<file path="config.mk">
export PLATFORM = sky130hd
export DESIGN_NAME = aqp_bus_top
export DESIGN_NICKNAME = d
export VERILOG_FILES = /design/src/hw/aqp_pkg.sv /design/src/hw/host_bus_if.sv /design/src/hw/bus_sync.sv /design/src/hw/io_regs.sv /design/src/hw/mem_map.sv /design/src/hw/aqp_bus_top.sv
export VERILOG_INCLUDE_DIRS = /design/src /design/src/hw
export SDC_FILE = /design/constraint.sdc
export NUM_CORES = 1
export LEC_CHECK = 0
export BUFFER_PORTS_ARGS = -buffer_cell sky130_fd_sc_hd__buf_4
export CAP_MARGIN = 0
export CORE_AREA = 2 2 79 73
export CTS_CLUSTER_SIZE = 8
export DETAILED_ROUTE_END_ITERATION = 6
export DIE_AREA = 0 0 81 75
export GPL_TIMING_DRIVEN = 0
export PLACE_DENSITY = 0.71
export SLEW_MARGIN = 20
export SYNTH_ARGS = -nofsm -noshare
export SYNTH_HDL_FRONTEND = slang
export SYNTH_SLANG_ARGS = --single-unit
</file>
<file path="constraint.sdc">
create_clock -name clk -period 5.07 [get_ports clk]
set_input_delay 0.2535 -clock clk [delete_from_list [all_inputs] [get_ports clk]]
set_output_delay 0.2535 -clock clk [all_outputs]
set_load 0.02 [all_outputs]
</file>
<file path="src/hw/aqp_defines.svh">
`ifndef AQP_DEFINES_SVH
`define AQP_DEFINES_SVH

////////////////////////////////////////
// Bus synchronizer
////////////////////////////////////////
`define AQP_SYNC_STAGES     3

////////////////////////////////////////
// IO register addresses
////////////////////////////////////////
`define AQP_IO_BANK0        8'hF0
`define AQP_IO_BANK1        8'hF1
`define AQP_IO_BANK2        8'hF2
`define AQP_IO_BANK3        8'hF3
`define AQP_IO_SYSCTRL      8'hFB
`define AQP_IO_CASSETTE     8'hFC
`define AQP_IO_PRINTER      8'hFE

////////////////////////////////////////
// Physical pages and overlay windows
////////////////////////////////////////
`define AQP_PAGE_ROM_LAST   6'd3
`define AQP_PAGE_VRAM       6'd20
`define AQP_PAGE_CHRAM      6'd21
`define AQP_CART_PAGE_HI    4'b0100     // Pages 16-19
`define AQP_WIN_TRAM        3'd6        // $3000-$37FF
`define AQP_WIN_SYSRAM      3'd7        // $3800-$3FFF

// Bank register values out of reset
`define AQP_BANK0_RESET     8'hC0       // RO + overlay, page 0
`define AQP_BANK1_RESET     8'h21       // Page 33
`define AQP_BANK2_RESET     8'h22       // Page 34
`define AQP_BANK3_RESET     8'h13       // Page 19, cartridge

`endif

</file>
<file path="src/hw/aqp_pkg.sv">
package aqp_pkg;

    // Host bus
    typedef logic [15:0] bus_addr_t;
    typedef logic [7:0]  bus_data_t;

    // Memory banking
    typedef logic [5:0]  page_t;        // 64 pages of 16 KB

    // Bank register layout
    //   bit 7     read-only
    //   bit 6     overlay enable
    //   bits 5..0 physical page
    typedef logic [7:0]  bank_t;

    // Upper address lines of the external memory
    typedef logic [4:0]  bank_addr_t;

endpackage

</file>
<file path="src/hw/host_bus_if.sv">
`timescale 1ns/100ps

interface host_bus_if
    import aqp_pkg::*;
();

    bus_addr_t addr;
    logic      mreq_n;
    logic      iorq_n;
    logic      rd_n;
    logic      wr_n;
    bus_data_t wrdata;      // Captured while wr_n low
    logic      bus_write;   // One clock per host write

    modport producer (
        output addr, mreq_n, iorq_n, rd_n, wr_n,
        output wrdata, bus_write
    );

    modport consumer (
        input addr, mreq_n, iorq_n, rd_n, wr_n,
        input wrdata, bus_write
    );

endinterface

</file>
<file path="src/hw/bus_sync.sv">
`timescale 1ns/100ps
`include "aqp_defines.svh"

module bus_sync
    import aqp_pkg::*;
(
    input  logic         clk,
    input  logic         reset,
    input  bus_addr_t    a,
    input  bus_data_t    d_in,
    input  logic         mreq_n,
    input  logic         iorq_n,
    input  logic         rd_n,
    input  logic         wr_n,
    input  logic         cassette_in,
    input  logic         printer_in,
    output logic         cassette_s,
    output logic         printer_s,
    host_bus_if.producer host
);

    localparam int SYNC = `AQP_SYNC_STAGES;

    logic [SYNC-1:0]      wr_n_sync;
    logic [SYNC-1:0][1:0] port_sync;    // {printer, cassette} per stage
    bus_data_t            wrdata_r;

    // Decode runs on the raw levels
    assign host.addr   = a;
    assign host.mreq_n = mreq_n;
    assign host.iorq_n = iorq_n;
    assign host.rd_n   = rd_n;
    assign host.wr_n   = wr_n;

    always_ff @(posedge clk or posedge reset) begin
        if (reset) begin
            wr_n_sync <= '1;    // Bus idle
            port_sync <= '0;
        end else begin
            wr_n_sync <= {wr_n_sync[SYNC-2:0], wr_n};
            port_sync <= {port_sync[SYNC-2:0], {printer_in, cassette_in}};
        end
    end

    // Keeps the last byte seen during the strobe
    always_ff @(posedge clk) begin
        if (!wr_n)
            wrdata_r <= d_in;
    end

    assign host.wrdata    = wrdata_r;
    assign host.bus_write = wr_n_sync[SYNC-1] & ~wr_n_sync[SYNC-2];   // Falling edge

    assign cassette_s = port_sync[SYNC-1][0];
    assign printer_s  = port_sync[SYNC-1][1];

endmodule

</file>
<file path="src/hw/io_regs.sv">
`timescale 1ns/100ps
`include "aqp_defines.svh"

module io_regs
    import aqp_pkg::*;
(
    input  logic         clk,
    input  logic         reset,
    input  logic         cassette_s,
    input  logic         printer_s,
    host_bus_if.consumer host,
    output bank_t        cur_bank,
    output logic         io_hit,
    output bus_data_t    io_rddata,
    output logic         cassette_out,
    output logic         printer_out
);

    bank_t      bank_r [4];
    logic [1:0] sysctrl_r;      // {dis_psgs, dis_regs}
    logic [3:0] sel_bank;
    logic       bank_en;
    logic       sel_sysctrl;
    logic       sel_cassette;
    logic       sel_printer;

    ////////////////////////////////////////
    // IO decode
    ////////////////////////////////////////
    assign bank_en = !host.iorq_n && !sysctrl_r[0];

    assign sel_bank[0] = bank_en && host.addr[7:0] == `AQP_IO_BANK0;
    assign sel_bank[1] = bank_en && host.addr[7:0] == `AQP_IO_BANK1;
    assign sel_bank[2] = bank_en && host.addr[7:0] == `AQP_IO_BANK2;
    assign sel_bank[3] = bank_en && host.addr[7:0] == `AQP_IO_BANK3;

    // Always visible, even with the bank registers hidden
    assign sel_sysctrl  = !host.iorq_n && host.addr[7:0] == `AQP_IO_SYSCTRL;
    assign sel_cassette = !host.iorq_n && host.addr[7:0] == `AQP_IO_CASSETTE;
    assign sel_printer  = !host.iorq_n && host.addr[7:0] == `AQP_IO_PRINTER;

    assign io_hit = |sel_bank || sel_sysctrl || sel_cassette || sel_printer;

    ////////////////////////////////////////
    // Registers
    ////////////////////////////////////////
    always_ff @(posedge clk or posedge reset) begin
        if (reset) begin
            bank_r[0]    <= `AQP_BANK0_RESET;
            bank_r[1]    <= `AQP_BANK1_RESET;
            bank_r[2]    <= `AQP_BANK2_RESET;
            bank_r[3]    <= `AQP_BANK3_RESET;
            sysctrl_r    <= 2'b00;
            cassette_out <= 1'b0;
            printer_out  <= 1'b0;
        end else if (host.bus_write) begin
            for (int i = 0; i < 4; i++) begin
                if (sel_bank[i])
                    bank_r[i] <= host.wrdata;
            end
            if (sel_sysctrl)
                sysctrl_r <= host.wrdata[1:0];
            if (sel_cassette)
                cassette_out <= host.wrdata[0];
            if (sel_printer)
                printer_out <= host.wrdata[0];
        end
    end

    ////////////////////////////////////////
    // Readback
    ////////////////////////////////////////
    always_comb begin
        io_rddata = 8'h00;
        for (int i = 0; i < 4; i++) begin
            if (sel_bank[i])
                io_rddata = bank_r[i];
        end
        if (sel_sysctrl)
            io_rddata = {6'b0, sysctrl_r};
        if (sel_cassette)
            io_rddata = {7'b0, ~cassette_s};    // Input is inverted on the port
        if (sel_printer)
            io_rddata = {7'b0, printer_s};
    end

    // One bank register per 16 KB quarter
    assign cur_bank = bank_r[host.addr[15:14]];

endmodule

</file>
<file path="src/hw/mem_map.sv">
`timescale 1ns/100ps
`include "aqp_defines.svh"

module mem_map
    import aqp_pkg::*;
(
    host_bus_if.consumer host,
    input  bank_t        cur_bank,
    input  logic         io_hit,
    input  bus_data_t    io_rddata,
    output bank_addr_t   ba,
    output logic         ram_ce_n,
    output logic         cart_ce_n,
    output logic         ram_we_n,
    output bus_data_t    d_out,
    output logic         d_oe
);

    page_t page;
    logic  overlay;
    logic  read_only;
    logic  mem;
    logic  sel_sysram;
    logic  sel_tram;
    logic  sel_vram;
    logic  sel_chram;
    logic  sel_rom;
    logic  sel_internal;
    logic  allow_mem;
    logic  sel_cart;
    logic  sel_ram;

    assign page      = cur_bank[5:0];
    assign overlay   = cur_bank[6];
    assign read_only = cur_bank[7];
    assign mem       = !host.mreq_n;

    ////////////////////////////////////////
    // Window decode
    ////////////////////////////////////////
    assign sel_sysram = mem && overlay && host.addr[13:11] == `AQP_WIN_SYSRAM;
    assign sel_tram   = mem && overlay && host.addr[13:11] == `AQP_WIN_TRAM;
    assign sel_vram   = mem && page == `AQP_PAGE_VRAM;
    assign sel_chram  = mem && page == `AQP_PAGE_CHRAM;
    assign sel_rom    = mem && page <= `AQP_PAGE_ROM_LAST && !sel_sysram;

    // Windows that are served on chip and never reach the external bus
    assign sel_internal = sel_tram || sel_vram || sel_chram || sel_rom;

    // Writes to a read-only bank select nothing
    assign allow_mem = mem && !sel_internal && !io_hit && !sel_sysram &&
                       (host.wr_n || !read_only);

    assign sel_cart = allow_mem && page[5:2] == `AQP_CART_PAGE_HI;
    assign sel_ram  = (allow_mem && page[5]) || sel_sysram;     // Pages 32-63

    ////////////////////////////////////////
    // External memory strobes
    ////////////////////////////////////////
    assign ram_ce_n  = !sel_ram;
    assign cart_ce_n = !sel_cart;
    assign ram_we_n  = !(!host.wr_n && (sel_sysram || (sel_ram && !read_only)));

    assign ba = sel_sysram ? '0 : page[4:0];    // System RAM lives in page 32

    // Host data bus drive
    assign d_oe  = !host.rd_n && (io_hit || sel_internal);
    assign d_out = io_hit ? io_rddata : 8'h00;

endmodule

</file>
<file path="src/hw/aqp_bus_top.sv">
`timescale 1ns/100ps

module aqp_bus_top
    import aqp_pkg::*;
(
    input  logic       clk,
    input  logic       reset,

    // Z80 host bus
    input  bus_addr_t  a,
    input  bus_data_t  d_in,
    input  logic       mreq_n,
    input  logic       iorq_n,
    input  logic       rd_n,
    input  logic       wr_n,
    output bus_data_t  d_out,
    output logic       d_oe,

    // External memory
    output bank_addr_t ba,
    output logic       ram_ce_n,
    output logic       cart_ce_n,
    output logic       ram_we_n,

    // Ports
    input  logic       cassette_in,
    input  logic       printer_in,
    output logic       cassette_out,
    output logic       printer_out
);

    bank_t     cur_bank;
    logic      io_hit;
    bus_data_t io_rddata;
    logic      cassette_s;
    logic      printer_s;

    host_bus_if host_bus ();

    ////////////////////////////////////////
    // Input side
    ////////////////////////////////////////
    bus_sync u_bus_sync (
        .clk         (clk),
        .reset       (reset),
        .a           (a),
        .d_in        (d_in),
        .mreq_n      (mreq_n),
        .iorq_n      (iorq_n),
        .rd_n        (rd_n),
        .wr_n        (wr_n),
        .cassette_in (cassette_in),
        .printer_in  (printer_in),
        .cassette_s  (cassette_s),
        .printer_s   (printer_s),
        .host        (host_bus)
    );

    io_regs u_io_regs (
        .clk          (clk),
        .reset        (reset),
        .cassette_s   (cassette_s),
        .printer_s    (printer_s),
        .host         (host_bus),
        .cur_bank     (cur_bank),
        .io_hit       (io_hit),
        .io_rddata    (io_rddata),
        .cassette_out (cassette_out),
        .printer_out  (printer_out)
    );

    // Output side is purely combinational
    mem_map u_mem_map (
        .host      (host_bus),
        .cur_bank  (cur_bank),
        .io_hit    (io_hit),
        .io_rddata (io_rddata),
        .ba        (ba),
        .ram_ce_n  (ram_ce_n),
        .cart_ce_n (cart_ce_n),
        .ram_we_n  (ram_we_n),
        .d_out     (d_out),
        .d_oe      (d_oe)
    );

endmodule

</file>
Word-level counts from Yosys, hierarchy flattened
Index checks and enable logic that the tools add are counted.

Output and inout bits: 19. Input bits: 32. Register bits after elaboration: 53. Logic and storage cells: 96.

Muxes and demuxes: 12. Reductions and logical operators: 54. Bitwise gates (word level): 4. Equal/unequal tests: 12. $lt $le $gt $ge: 2.

Operators by type and width (number): $mux W8 (10); $eq A8 B8 Y1 const B (7); $logic_and A1 B1 Y1 (24); $bmux W8 S2 (1); $reduce_and A2 Y1 (7); $eq A6 B5 Y1 const B (2); $logic_not A1 Y1 (12); $logic_or A1 B1 Y1 (10); $eq A3 B3 Y1 const B (2); $le A6 B2 Y1 const B (1); $mux W5 (1); $eq A4 B3 Y1 const B (1); $reduce_or A4 Y1 (1); $ge A3 B3 Y1 const B (1); $not A2 Y3 (1); $not A1 Y1 (2); $and A1 B1 Y1 (1).

Depth between registers and ports, before layout
Word-level depth: 20. Mapped depth: 7. Depth with buffers taken out: 5.

Cells and area by module
A second synthesis with hierarchy kept.

Cells, all modules: 206. Area total of the unflattened synthesis: 2821.5 um^2.

By module, submodules not included: io_regs (area each 1966.9 um^2, instances 1, sequential area each 912.1 um^2, cells each 134); bus_sync (area each 640.6 um^2, instances 1, sequential area each 469.2 um^2, cells each 40); mem_map (area each 214.0 um^2, instances 1, sequential area each 0.0 um^2, cells each 32).

Worst setup path before layout
OpenSTA, ideal clock, no wires.

Path kind: input -> output. Start: input port a[14]. End: output port ram_ce_n. Data arrival time: 1815 ps. Path slack: 3002 ps. Required time: 4817 ps. Stages: 5. Path buffers: 1. Path through: buf_2 > mux4_2 > nand3_1 > or3b_2 > a21boi_0.

Longest elaborated chain between the ends: 17. Elaborated cells on any way between the ends: 28. Classes of those cells: order compare: 1; eq/ne: 2; mux: 3; bitwise: 1; reduce/logical: 21.

RTL lines: start, declared (line aqp_bus_top.sv:10) `input bus_addr_t a,`; $not A2 Y3 (implied by the code) (*) (line io_regs.sv:88) `assign cur_bank = bank_r[host.addr[15:14]];`; $bmux W8 S2 (*) (line io_regs.sv:88); $mux W8 (implied by the code) (*) (2 in series) (line io_regs.sv:88); branches (longest 11 deep; another with $le A6 B2 Y1); $logic_or A1 B1 Y1 (*) (line mem_map.sv:55) `assign sel_ram = (allow_mem && page[5]) || sel_sysram;`; $logic_not A1 Y1 (*) (line mem_map.sv:60) `assign ram_ce_n = !sel_ram;`; end, declared (line aqp_bus_top.sv:21) `output logic ram_ce_n,`.

Mark *: on every way between the ends. The select of a mux whose other input is x is not followed.

Final worst setup path
Start: register u_io_regs.bank_r[30] (netlist bit). End: output port ram_we_n.

Longest elaborated chain between the ends: 19. Elaborated cells on any way between the ends: 22. Classes of those cells: mux: 3; reduce/logical: 19.

RTL lines: start, declared (line io_regs.sv:19) `bank_t bank_r [4];`; start signal, assigned by index (line io_regs.sv:59) `bank_r[i] <= host.wrdata;`; $bmux W8 S2 (*) (line io_regs.sv:88); $mux W8 (implied by the code) (*) (2 in series) (line io_regs.sv:88); $logic_and A1 B1 Y1 (*) (line mem_map.sv:41, mem_map.sv:42); $logic_and A1 B1 Y1 (no source line); $logic_or A1 B1 Y1 or $logic_not A1 Y1 (tied branches) (line mem_map.sv:48, mem_map.sv:45, mem_map.sv:51); $logic_or A1 B1 Y1 or $logic_and A1 B1 Y1 (tied branches) (line mem_map.sv:48, mem_map.sv:45); $logic_or A1 B1 Y1 (line mem_map.sv:48) `assign sel_internal = sel_tram || sel_vram || sel_chram || sel_rom;`; $logic_not A1 Y1 (line mem_map.sv:51) `assign allow_mem = mem && !sel_internal && !io_hit && !sel_sysram &&`; $logic_and A1 B1 Y1 (4 in series) (line mem_map.sv:51); $logic_and A1 B1 Y1 (line mem_map.sv:55); $logic_or A1 B1 Y1 (line mem_map.sv:55); $logic_and A1 B1 Y1 (line mem_map.sv:62) `assign ram_we_n = !(!host.wr_n && (sel_sysram || (sel_ram && !read_only)));`; $logic_or A1 B1 Y1 (*) (line mem_map.sv:62); $logic_and A1 B1 Y1 (*) (line mem_map.sv:62); $logic_not A1 Y1 (*) (line mem_map.sv:62); end, declared (line aqp_bus_top.sv:23) `output logic ram_we_n,`.

Every way passes the cells marked *; elsewhere a longest branch is shown, timed or not. The select of a mux whose other input is x is not followed.

==> results.md <==
- Die width: 81 um
- Critical Path AT: approximately 2.1 ns
- Setup violators final: 0
- DR DRC count: 0
- Place WS: roughly 2.7 ns
- Final Skew: between 0.005 and 0.006 ns
- Drt first pass iters: 4
- Vias per std cell: 5.63
- Die height: approximately 75 um
- Ant. Diodes: 0
- Status: complete, no violations
- Final Cycle Share: a little under half
- Top FF cell, synth: dfrtp_1
- GRT Util Overall: between 20% and 30%
- Clk sinks: 53
- Final design utilization: 59.3%
- Hold crit path type: in -> reg
- Initial antenna violation count: 0
- GRT overflow: 0
- Placed cell count: 287
- CP Capture Type: output pin
- Achievable Freq: 0.421 GHz
- Startpoint types: register
- Flops & latches, synth: 53
- Fillers: roughly 450
- Synth unique cells: 35
- Share of cells above drive strength 1: 53.3%
- Slew HR: between 50 and 60%
- Largest stage delay, worst path: 0.58 ns
- DR vias: 1666
- Num rows: 25
- Non-filler instance count after layout: 296
- Nets: 260
- Kind of critical path: reg -> out
- Final hold violation count: 0
- VDD IR-drop max: 0.000186 V
- Avg Cell Area, Syn: ~15 um2
- Slowest cell on the critical path: or3b_2
- Antenna-violating nets left: 0
- Minimum clock period: roughly 2.4 ns
- CTS tree: done
- Worst-path fanout max: 7
- Critical-path cell list: mux4_2, nand3_1, or3b_2, nor2_1, a21oi_1, buf_4
- Most common cell after layout, fill and taps aside: buf_4
- Worst Tran Pin Value: 0.627 ns
- Initial Util: 49.3%
- Area grow syn2layout: 20.4%
- Number of buffers created by CTS: 5
- Port Buffers: 43
- Synth Net Count: 208
- Sequential area share after synthesis: 54.0%
- Core box area: between 0.005 and 0.006 mm2
- Commonest cells after routing, fill and taps aside: buf_4, mux2_2, dfrtp_1
- Power density cells: 247 mW/mm2
- Post-DP HPWL: 3900 um
- Max-cap viol count: 0
- Routed Wire Length: roughly 5400 um
- Leakage: around 1.4 nW
- RSZ-0062 raised after global routing: no
- Clk_lat worst skew: roughly 0.30 ns
- Worst path top cell family by delay: simple AND/OR/NAND/NOR gates
- Max-slew violations: 0
- GPL Wtd Cong: 0.795
- Vias in the first global route: 1746
- FFs w/ async S/R, synth: 84.9%
- Setup ws final: between 2 and 3 ns
- Post-synth EDFFs: 8
- Setup bufs post-CTS: 0
- Die Footprint: approximately 0.0061 mm2
- Yosys warning count: 0
- Synth Instances: about 180
- Setup TNS: 0 ns
- DR WL/cell: 18.2 um
- H-tree depth: 2
- Ports: 51
- Reg clk slew, reported paths: ~0.1 ns
- Sum of buffers and inverters on the critical path: 1
- Synthesized area: between 0.002 and 0.003 mm2
- CTS Buffer Depth: 2
- Initial DRC Count: around 110
- First-pass GRT wire length: 8880 um
- Largest net degree at the start of global routing: 31
- Root Driver: clkbuf_8
- Req. time, crit path: around 4.8 ns
==> synth_stat cells, types with 2 or more instances <==
library cell	count	share of area, %
mux4_2	15	13
nand4_1	2	0.49
inv_1	3	0.44
dfstp_2	12	12
a32oi_1	2	0.68
a21oi_1	3	0.59
nand3_1	4	0.78
dfrtp_1	33	32
clkbuf_1	3	0.44
and2_1	5	1.2
nand2_1	7	1.0
nor2_1	11	1.6
and4b_1	2	0.78
and3_1	6	1.5
nand3b_1	3	0.88
buf_2	2	0.39
mux2_2	36	16
nor3_1	3	0.59
edfxtp_1	8	9.4
==> flip-flops by register name (all words and copies together) (netlist names) <==
register and flops:
u_bus_sync.host.wrdata 8, u_bus_sync.wr_n_sync 3, u_bus_sync.printer_s 1, u_bus_sync.port_sync 4, u_bus_sync.cassette_s 1, u_io_regs.cassette_out 1, u_io_regs.bank_r 32, u_io_regs.printer_out 1
u_io_regs.sysctrl_r 2
==> worst register-to-register path: stages (launching register included) <==
cell	delay [ns]
dfstp_2	0.52
or4b_4	0.50
nor3_4	0.18
nor3b_4	0.56
mux2_2	0.40
==> per-stage QoR <==
step	power (W)	instance area (um2)	hold slack, ns
3_5_place_dp	0.000532	2990	0.251
4_1_cts	0.000766	3080	0.0477
3_3_place_gp	0.000529	2970	0.332
6_report	0.000760	3080	0.0506
2_1_floorplan	0.000498	2560	0.258
5_1_grt	0.000791	3080	0.0375
==> routing by layer <==
layer | share of wire (%) | GRT usage (%) | up-vias | wire (um)
met5 | 0 | 0 | - | 0
met4 | 0.82 | 4.90 | 0 | 44
met3 | 3.6 | 3.72 | 5 | 191
met2 | 51 | 35.4 | 37 | 2750
met1 | 45 | 26.3 | 850 | 2390
li1 | - | - | 774 | -
==> final cells by class <==
cell class | instances | area, um2 | area share [%]
plain buffers | 6 | 25.0 | 0.812
inverters | 3 | 11.3 | 0.365
clock buffers | 6 | 72.6 | 2.35
well taps | 67 | 83.8 | 2.72
flip-flops and latches | 53 | 1380 | 44.8
clock inverters | 2 | 13.8 | 0.447
repair buffers | 45 | 353 | 11.4
multi-input cells | 114 | 1140 | 37.0
==> power by group <==
| group | internal (W) | switching, W |
|---|---|---|
| Combinational | 0.0000322 | 0.0000338 |
| Clock | 0.0000988 | 0.000138 |
| Sequential | 0.000447 | 0.00000953 |
| Total | 0.000578 | 0.000181 |
==> cells by family after synthesis <==
| kind of cell | count (synthesis) | synth area share (%) |
|---|---|---|
| AO/OA/AOI/OAI | 11 | 2.98 |
| multiplexers | 52 | 29.4 |
| XOR/XNOR | 1 | 0.342 |
| AND/OR/NAND/NOR | 50 | 11.8 |
| buffers and inverters | 9 | 1.42 |
| flip-flops | 53 | 54.0 |
==> worst paths after layout <==
kind                       cells past startpoint  slack [ns]                     from                      end
max in group asynchronous                      4        4.06                    reset      u_io_regs.bank_r[0]
max                                            6        2.69     u_io_regs.bank_r[30]                 ram_we_n
min                                            1        0.05              cassette_in  u_bus_sync.port_sync[0]
min reg2reg                                    0        0.36  u_bus_sync.port_sync[0]  u_bus_sync.port_sync[2]
max reg2reg                                    4        2.80  u_bus_sync.wr_n_sync[2]     u_io_regs.bank_r[27]
min in group asynchronous                      3        0.47                    reset  u_bus_sync.port_sync[2]
==> what timing repair did <==
item                                   CTS  global route
hold buffers                             1             0
gates resized for setup                  0             0
endpoints found under the hold margin   14             0
Note: power is estimated with default switching activity, not from simulation.
